### src/axis_stream_pkg.sv
`default_nettype none

package axis_stream_pkg;

	//////////////////////////////////////////////////
	// Stream geometry
	//////////////////////////////////////////////////

	localparam int tdata_width = 32;
	localparam int tstrb_width = tdata_width / 8;

	// Two coefficients share one beat
	localparam int coeffs_per_beat = 2;

	// Input word count of one block
	localparam int beats_per_block = 8;

	typedef logic [tdata_width-1:0] tdata_t;
	typedef logic [tstrb_width-1:0] tstrb_t;
	typedef logic [$clog2(beats_per_block)-1:0] beat_ptr_t;

	// Selects one half of the ping-pong store
	typedef logic bank_t;

endpackage

`default_nettype wire

### src/daala_block_pkg.sv
`default_nettype none

package daala_block_pkg;

	//////////////////////////////////////////////////
	// Block geometry
	//////////////////////////////////////////////////

	// Bits in one transform coefficient
	localparam int coeff_width = 16;

	// Rows and columns of a square block
	localparam int block_dim = 4;

	localparam int coeffs_per_block = block_dim * block_dim;

	//////////////////////////////////////////////////
	// Coefficient types
	//////////////////////////////////////////////////

	// One signed coefficient, carried as raw bits
	typedef logic [coeff_width-1:0] coeff_t;

	// Position inside a block: row * block_dim + column
	typedef logic [$clog2(coeffs_per_block)-1:0] coeff_index_t;

endpackage

`default_nettype wire

### src/daala_4x4_transpose.sv
`default_nettype none

module daala_4x4_transpose (
	input  wire                                S_AXIS_ACLK,
	input  wire                                S_AXIS_ARESETN,
	input  wire axis_stream_pkg::tdata_t       s_axis_tdata,
	input  wire axis_stream_pkg::tstrb_t       s_axis_tstrb,
	input  wire                                s_axis_tlast,
	input  wire                                s_axis_tvalid,
	output wire                                s_axis_tready,
	output wire axis_stream_pkg::tdata_t       m_axis_tdata,
	output wire                                m_axis_tlast,
	output wire                                m_axis_tvalid,
	input  wire                                m_axis_tready
);
	import axis_stream_pkg::*;

	// Slave to buffer
	wire            wr_en;
	wire bank_t     wr_bank;
	wire beat_ptr_t wr_ptr;
	wire tdata_t    wr_data;
	wire            block_done;

	// Master to buffer and back
	wire bank_t     rd_bank;
	wire beat_ptr_t rd_ptr;
	wire            rd_release;
	wire tdata_t    rd_data;
	wire [1:0]      bank_full;

	daala_4x4_transpose_s00_axis u_s00_axis (
		.S_AXIS_ACLK    (S_AXIS_ACLK),
		.S_AXIS_ARESETN (S_AXIS_ARESETN),
		.s_axis_tdata   (s_axis_tdata),
		.s_axis_tstrb   (s_axis_tstrb),
		.s_axis_tlast   (s_axis_tlast),
		.s_axis_tvalid  (s_axis_tvalid),
		.s_axis_tready  (s_axis_tready),
		.bank_full      (bank_full),
		.wr_en          (wr_en),
		.wr_bank        (wr_bank),
		.wr_ptr         (wr_ptr),
		.wr_data        (wr_data),
		.block_done     (block_done)
	);

	transpose_block_buffer u_buffer (
		.S_AXIS_ACLK    (S_AXIS_ACLK),
		.S_AXIS_ARESETN (S_AXIS_ARESETN),
		.wr_en          (wr_en),
		.wr_bank        (wr_bank),
		.wr_ptr         (wr_ptr),
		.wr_data        (wr_data),
		.block_done     (block_done),
		.rd_bank        (rd_bank),
		.rd_ptr         (rd_ptr),
		.rd_release     (rd_release),
		.rd_data        (rd_data),
		.bank_full      (bank_full)
	);

	daala_4x4_transpose_m00_axis u_m00_axis (
		.S_AXIS_ACLK    (S_AXIS_ACLK),
		.S_AXIS_ARESETN (S_AXIS_ARESETN),
		.m_axis_tdata   (m_axis_tdata),
		.m_axis_tlast   (m_axis_tlast),
		.m_axis_tvalid  (m_axis_tvalid),
		.m_axis_tready  (m_axis_tready),
		.bank_full      (bank_full),
		.rd_data        (rd_data),
		.rd_bank        (rd_bank),
		.rd_ptr         (rd_ptr),
		.rd_release     (rd_release)
	);

endmodule

`default_nettype wire

### src/daala_4x4_transpose_m00_axis.sv
`default_nettype none

module daala_4x4_transpose_m00_axis (
	input  wire                                S_AXIS_ACLK,
	input  wire                                S_AXIS_ARESETN,
	output axis_stream_pkg::tdata_t            m_axis_tdata,
	output logic                               m_axis_tlast,
	output logic                               m_axis_tvalid,
	input  wire                                m_axis_tready,
	input  wire [1:0]                          bank_full,
	input  wire axis_stream_pkg::tdata_t       rd_data,
	output axis_stream_pkg::bank_t             rd_bank,
	output axis_stream_pkg::beat_ptr_t         rd_ptr,
	output logic                               rd_release
);
	import axis_stream_pkg::*;

	typedef enum logic {
		idle,
		send
	} send_state_t;

	send_state_t state;
	bank_t       bank_sel;
	beat_ptr_t   read_pointer;
	logic        load_beat;

	assign rd_bank = bank_sel;
	assign rd_ptr  = read_pointer;

	// Output register is free when empty or when its beat leaves now,
	// except after the tlast beat, which closes the block
	assign load_beat = (state == send) &&
		(!m_axis_tvalid || (m_axis_tready && !m_axis_tlast));

	// Eighth transfer hands the bank back to the slave
	assign rd_release = m_axis_tvalid && m_axis_tready && m_axis_tlast;

	//////////////////////////////////////////////////
	// Send FSM
	//////////////////////////////////////////////////

	always_ff @(posedge S_AXIS_ACLK)
	begin
		if (!S_AXIS_ARESETN)
		begin
			state         <= idle;
			bank_sel      <= '0;
			read_pointer  <= '0;
			m_axis_tvalid <= 1'b0;
			m_axis_tlast  <= 1'b0;
		end
		else
		begin
			case (state)
				idle:
				begin
					// Banks are drained in the order they were filled
					if (bank_full[bank_sel])
						state <= send;
				end
				send:
				begin
					if (rd_release)
					begin
						state         <= idle;
						bank_sel      <= ~bank_sel;
						m_axis_tvalid <= 1'b0;
						m_axis_tlast  <= 1'b0;
					end
					else if (load_beat)
					begin
						m_axis_tvalid <= 1'b1;
						m_axis_tlast  <= (read_pointer == beat_ptr_t'(beats_per_block - 1));
						read_pointer  <= read_pointer + beat_ptr_t'(1);
					end
				end
				default:
				begin
					state <= idle;
				end
			endcase
		end
	end

	always_ff @(posedge S_AXIS_ACLK)
	begin
		if (load_beat)
			m_axis_tdata <= rd_data;
	end

	// A stalled beat is held until it transfers
	assert property (@(posedge S_AXIS_ACLK) disable iff (!S_AXIS_ARESETN)
		(m_axis_tvalid && !m_axis_tready) |=>
			(m_axis_tvalid && $stable(m_axis_tdata) && $stable(m_axis_tlast)));

endmodule

`default_nettype wire

### src/daala_4x4_transpose_s00_axis.sv
`default_nettype none

module daala_4x4_transpose_s00_axis (
	input  wire                                S_AXIS_ACLK,
	input  wire                                S_AXIS_ARESETN,
	input  wire axis_stream_pkg::tdata_t       s_axis_tdata,
	input  wire axis_stream_pkg::tstrb_t       s_axis_tstrb,
	input  wire                                s_axis_tlast,
	input  wire                                s_axis_tvalid,
	output logic                               s_axis_tready,
	input  wire [1:0]                          bank_full,
	output logic                               wr_en,
	output axis_stream_pkg::bank_t             wr_bank,
	output axis_stream_pkg::beat_ptr_t         wr_ptr,
	output axis_stream_pkg::tdata_t            wr_data,
	output logic                               block_done
);
	import axis_stream_pkg::*;

	typedef enum logic [1:0] {
		idle,
		write,
		pad
	} capture_state_t;

	capture_state_t state;
	beat_ptr_t      write_pointer;
	bank_t          bank_sel;
	tdata_t         strobed_data;
	logic           beat_accept;
	logic           last_slot;

	//////////////////////////////////////////////////
	// Handshake
	//////////////////////////////////////////////////

	// Ready only in write and only while the target bank is free
	assign s_axis_tready = (state == write) && !bank_full[bank_sel];
	assign beat_accept   = s_axis_tvalid && s_axis_tready;
	assign last_slot     = (write_pointer == beat_ptr_t'(beats_per_block - 1));

	// Bytes without strobe are stored as zero
	always_comb
	begin
		for (int b = 0; b < tstrb_width; b++)
		begin
			strobed_data[b*8 +: 8] = s_axis_tstrb[b] ? s_axis_tdata[b*8 +: 8] : 8'h00;
		end
	end

	//////////////////////////////////////////////////
	// Buffer write port
	//////////////////////////////////////////////////

	// Pad state writes one zero beat per cycle
	assign wr_en      = beat_accept || (state == pad);
	assign wr_bank    = bank_sel;
	assign wr_ptr     = write_pointer;
	assign wr_data    = (state == pad) ? '0 : strobed_data;
	assign block_done = wr_en && last_slot;

	//////////////////////////////////////////////////
	// Capture FSM
	//////////////////////////////////////////////////

	always_ff @(posedge S_AXIS_ACLK)
	begin
		if (!S_AXIS_ARESETN)
		begin
			state         <= idle;
			write_pointer <= '0;
			bank_sel      <= '0;
		end
		else
		begin
			case (state)
				idle:
				begin
					if (s_axis_tvalid)
						state <= write;
				end
				write:
				begin
					if (beat_accept)
					begin
						write_pointer <= write_pointer + beat_ptr_t'(1);
						if (last_slot)
							state <= idle;
						else if (s_axis_tlast)
							state <= pad;
					end
				end
				pad:
				begin
					write_pointer <= write_pointer + beat_ptr_t'(1);
					if (last_slot)
						state <= idle;
				end
				default:
				begin
					state <= idle;
				end
			endcase

			// Next block goes to the other bank
			if (block_done)
				bank_sel <= ~bank_sel;
		end
	end

	// Buffer must never be overwritten before the master frees it
	assert property (@(posedge S_AXIS_ACLK) disable iff (!S_AXIS_ARESETN)
		wr_en |-> !bank_full[wr_bank]);

endmodule

`default_nettype wire

### src/transpose_block_buffer.sv
`default_nettype none

module transpose_block_buffer (
	input  wire                                S_AXIS_ACLK,
	input  wire                                S_AXIS_ARESETN,
	input  wire                                wr_en,
	input  wire axis_stream_pkg::bank_t        wr_bank,
	input  wire axis_stream_pkg::beat_ptr_t    wr_ptr,
	input  wire axis_stream_pkg::tdata_t       wr_data,
	input  wire                                block_done,
	input  wire axis_stream_pkg::bank_t        rd_bank,
	input  wire axis_stream_pkg::beat_ptr_t    rd_ptr,
	input  wire                                rd_release,
	output axis_stream_pkg::tdata_t            rd_data,
	output logic [1:0]                         bank_full
);
	import daala_block_pkg::*;
	import axis_stream_pkg::*;

	coeff_t coeff_mem [0:1][0:coeffs_per_block-1];

	//////////////////////////////////////////////////
	// Index mapping
	//////////////////////////////////////////////////

	// Input beat k holds row-major positions 2k and 2k+1
	function automatic coeff_index_t row_major_index(input beat_ptr_t ptr, input int n);
		return coeff_index_t'(int'(ptr) * coeffs_per_beat + n);
	endfunction

	// Output beat j: column j/2, rows 2*(j mod 2) and the one below
	function automatic coeff_index_t col_major_index(input beat_ptr_t ptr, input int n);
		int beats_per_col;
		int row;
		int col;
		beats_per_col = block_dim / coeffs_per_beat;
		col = int'(ptr) / beats_per_col;
		row = (int'(ptr) % beats_per_col) * coeffs_per_beat + n;
		return coeff_index_t'(row * block_dim + col);
	endfunction

	//////////////////////////////////////////////////
	// Coefficient store
	//////////////////////////////////////////////////

	always_ff @(posedge S_AXIS_ACLK)
	begin
		if (wr_en)
		begin
			for (int n = 0; n < coeffs_per_beat; n++)
			begin
				coeff_mem[wr_bank][row_major_index(wr_ptr, n)] <=
					wr_data[n*coeff_width +: coeff_width];
			end
		end
	end

	// Read side gathers one column pair, no register
	always_comb
	begin
		for (int n = 0; n < coeffs_per_beat; n++)
		begin
			rd_data[n*coeff_width +: coeff_width] =
				coeff_mem[rd_bank][col_major_index(rd_ptr, n)];
		end
	end

	//////////////////////////////////////////////////
	// Bank ownership
	//////////////////////////////////////////////////

	always_ff @(posedge S_AXIS_ACLK)
	begin
		if (!S_AXIS_ARESETN)
		begin
			bank_full <= '0;
		end
		else
		begin
			for (int b = 0; b < 2; b++)
			begin
				if (block_done && (wr_bank == bank_t'(b)))
					bank_full[b] <= 1'b1;
				else if (rd_release && (rd_bank == bank_t'(b)))
					bank_full[b] <= 1'b0;
			end
		end
	end

	// Slave fills only empty banks, master frees only full ones
	assert property (@(posedge S_AXIS_ACLK) disable iff (!S_AXIS_ARESETN)
		!(block_done && rd_release && (wr_bank == rd_bank)));

endmodule

`default_nettype wire

### config.mk
export PLATFORM = sky130hd
export DESIGN_NAME = daala_4x4_transpose
export DESIGN_NICKNAME = d
export VERILOG_FILES = /design/src/axis_stream_pkg.sv /design/src/daala_block_pkg.sv /design/src/daala_4x4_transpose.sv /design/src/daala_4x4_transpose_m00_axis.sv /design/src/daala_4x4_transpose_s00_axis.sv /design/src/transpose_block_buffer.sv
export SDC_FILE = /design/constraint.sdc
export NUM_CORES = 1
export LEC_CHECK = 0
export BUFFER_PORTS_ARGS = -buffer_cell sky130_fd_sc_hd__clkbuf_2
export CORE_AREA = 2 2 163 324
export CTS_CLUSTER_SIZE = 24
export DETAILED_ROUTE_END_ITERATION = 10
export DIE_AREA = 0 0 165 326
export MAX_ROUTING_LAYER = met4
export PLACE_DENSITY = 0.6
export SLEW_MARGIN = 20
export SYNTH_ARGS = -nofsm -noshare
export SYNTH_HDL_FRONTEND = slang
export SYNTH_HIERARCHICAL = 1
export SYNTH_SLANG_ARGS = --single-unit
### constraint.sdc
create_clock -name S_AXIS_ACLK -period 13.3 [get_ports S_AXIS_ACLK]
set_input_delay 0.665 -clock S_AXIS_ACLK [delete_from_list [all_inputs] [get_ports S_AXIS_ACLK]]
set_output_delay 0.665 -clock S_AXIS_ACLK [all_outputs]
set_load 0.02 [all_outputs]
==> impl_results.md <==
- Status: finished, final reports clean
- First-pass GRT wire length: 83.3 mm
- Min-delay src: s_axis_tlast
- CTS H-tree lvls: 2
- Slowest library cell on the worst path: nor2_4
- DR iter-0 viols: 1,023
- Launch point of the worst path: u_s00_axis/wr_bank
- WP data required: 13.49 ns
- Cell taking the most area after synthesis: edfxtp_1
- Die X: 165 um
- Pin count of the biggest net entering global routing: 52
- Layout cells sized above 1: 37.9%
- Cell family with most CP delay: simple AND/OR/NAND/NOR gates
- Min Tclk post-route: 3.49 ns
- Mapped Area: 22,800 sq um
- Worst setup path class: reg2reg
- Post-route ant nets: 0
- Clk sinks: 559
- Area Growth Syn to Fin: 12.0%
- Crit path cell chain: mux2i_2, a31oi_4, inv_1, nand4b_2, nor2_4
- Max-Cap Viols: 0
- Clk root buf: clkbuf_16
- Peak supply drop: 88.3 uV
- Power Dens Cells: 133 nW/um^2
- Die area: 53,800 sq um
- NumNets Final: 1,233
- Detailed-route via count: 11,400
- Hold Fails Final Rpt: 0
- TritonCTS Buffers: 46
- Lkg Pwr: 8.22 nW
- WL final: 58.7 mm
- CP max FO: 32
- Critical Path AT: 3.68 ns
- Via density: 6.05
- # IOs: 76
- Core ar.: 51,500 sq um
- Mean Syn Cell Area: 20.7 sq um
- Hold Crit Class: in2reg
- Final instance area: 25,500 sq um
- Vias in the first global route: 11,700
- Grt ovf: 0
- Final Setup Violations: 0
- Crit. path cell count: 5
- DR pass1 iterations: 5
- Period utilization: 26.2%
- Total GRT Usage: 22.9%
- FF-to-FF Start: u_s00_axis/wr_bank
- Crit path capture type: flop
- PortBufs: 75
- CTS tree: yes
- Initial Util: 44.2%
- Stage delay of the slowest cell on the critical path: 1.09 ns
- Syn_nets: 1,147
- Initial antenna violation count: 2
- Hold depth: 3
- Final WS setup: 9.81 ns
- # DRC: 0
- Fmax: 0.287 GHz
- Longest Clk Path Bufs: 3
- Routed len/inst: 31.2 um
- Final Wtd Congestion: 0.786
- Pre-CTS setup slack: 9.50 ns
- Top cell type's share of synthesized area: 71.7%
- Post-CTS setup buffers: 0
- Placed cell areas: 24,100 sq um
- Die Ht: 326 um
- Seq/Total Area, Yosys: 73.0%
- Clk pin slew, worst setup/hold paths: 0.07 ns
- # rows: 118
- Crit start category: flop
- Worst-skew pair later-pin latency: 0.58 ns
- RSZ-0062 raised after global routing: false
- Setup tns final: 0 ns
- Post-cts resize count: 0
- # hold bufs at CTS: 0
- Count of different cell masters after synthesis: 41
- Number of synthesized register bits: 559
- Mapped Cells: 1,102
- Pins Over Slew Limit: 0
- R2R depth: 5
- Worst Tran Pin Value: 1.15 ns
- Top post-synthesis cells by area: edfxtp_1 (72%), mux4_2 (13%), mux2_2 (6.3%), a22oi_1 (2.1%), dfxtp_1 (1.3%)
- Buf/Inv on CP: 1
- Synth warn: 6
- Slew headroom: 23.4%
- Clk_skew: 0.0234 ns
- Placed wire-length estimate: 37.1 mm
[layer usage]
metal / wire length, um / global-route usage (%)
met2: 30800 / 38.0
met3: 3580 / 3.22
met4: 3120 / 10.8
met1: 21200 / 27.5
met5: 0 / -
[where the power goes]
part           total, mW  switching (mW)  internal (mW)
Clock               1.33           0.614          0.717
Sequential          1.95         0.00548           1.94
Combinational      0.121          0.0816         0.0396
[stage by stage]
stage	std cells	util, %	power, mW	hold slack (ns)
after floorplan	1102	-	2.05	0.452
after global placement	1795	46.5	2.10	0.503
after detailed placement	1799	46.7	2.11	0.521
after CTS	1879	49.4	3.43	0.349
after global routing	1882	49.5	3.50	0.385
final	1882	49.5	3.40	0.382
[synthesized netlist by cell type, drive strengths merged]
cell / n
nor2b: 6
mux2: 128
nor4: 4
a211oi: 1
and3: 33
mux2i: 8
edfxtp: 544
a21boi: 2
nand4: 3
a32o: 1
inv: 3
o21ai: 1
and2: 7
nand4b: 3
o2111ai: 1
nand2b: 8
a31oi: 1
mux4: 128
nor2: 14
clkbuf: 20
and4bb: 1
a22oi: 65
xnor2: 1
a21oi: 2
nand2: 49
nor3: 2
ha: 4
nor3b: 2
buf: 44
a31o: 1
dfxtp: 15
[layout by cell type (no fill, tap or decap), drive strengths merged, types with 3 or more instances in the layout]
cell type / Yosys / routed
a22oi: 65 / 65
and2: 7 / 7
and3: 33 / 33
buf: 44 / 27
bufinv: 0 / 4
clkbuf: 20 / 132
clkinv: 0 / 14
dfxtp: 15 / 15
edfxtp: 544 / 544
ha: 4 / 4
inv: 3 / 6
mux2: 128 / 128
mux2i: 8 / 8
mux4: 128 / 128
nand2: 49 / 49
nand2b: 8 / 8
nand4: 3 / 3
nand4b: 3 / 3
nor2: 14 / 14
nor2b: 6 / 6
nor4: 4 / 4
[flip-flops by register name (all words and copies together), names as in the netlist]
register	flops
u_buffer/bank_full	2
u_buffer/coeff_mem	512
u_m00_axis/m_axis_tdata	32
u_m00_axis/m_axis_tlast	1
u_m00_axis/m_axis_tvalid	1
u_m00_axis/rd_bank	1
u_m00_axis/rd_ptr	3
u_m00_axis/state	1
u_s00_axis/state	2
u_s00_axis/wr_bank	1
u_s00_axis/wr_ptr	3
[final timing paths]
| path | to | slack (ns) |
|---|---|---|
| setup / recovery | u_buffer/coeff_mem[0][142] | 9.81 |
| hold / removal | u_s00_axis/state[1] | 0.38 |
| setup reg to reg | u_buffer/coeff_mem[0][142] | 9.81 |
| hold reg to reg | u_buffer/bank_full[0] | 0.54 |
[worst min-delay path, delay by kind of cell]
| kind | cells | cell delay, ns |
|---|---|---|
| and+or+nand+nor | 1 | 0.07 |
| AOI/OAI and AO/OA | 1 | 0.07 |
| buffers and inverters | 1 | 0.09 |
[cell families after synthesis]
kind of cell    after synthesis  synth area share (%)
compound gates               75                  2.58
fa+ha+maj                     4                 0.220
mux                         264                  19.4
simple gates                132                  3.22
buf+inv                      67                  1.55
xor+xnor                      1                0.0385
flops                       559                  73.0
[area by class of cell]
cell class	instances	area [sq um]
Sequential cell	559	16600
Multi-Input combinational cell	476	5930
Fill cell	4162	26000
Inverter	3	11.3
Clock buffer	57	1190
Tap cell	660	826
Timing Repair Buffer	102	671
Clock inverter	23	231
Antenna cell	2	5.00
Note: power is estimated with default switching activity, not from simulation.
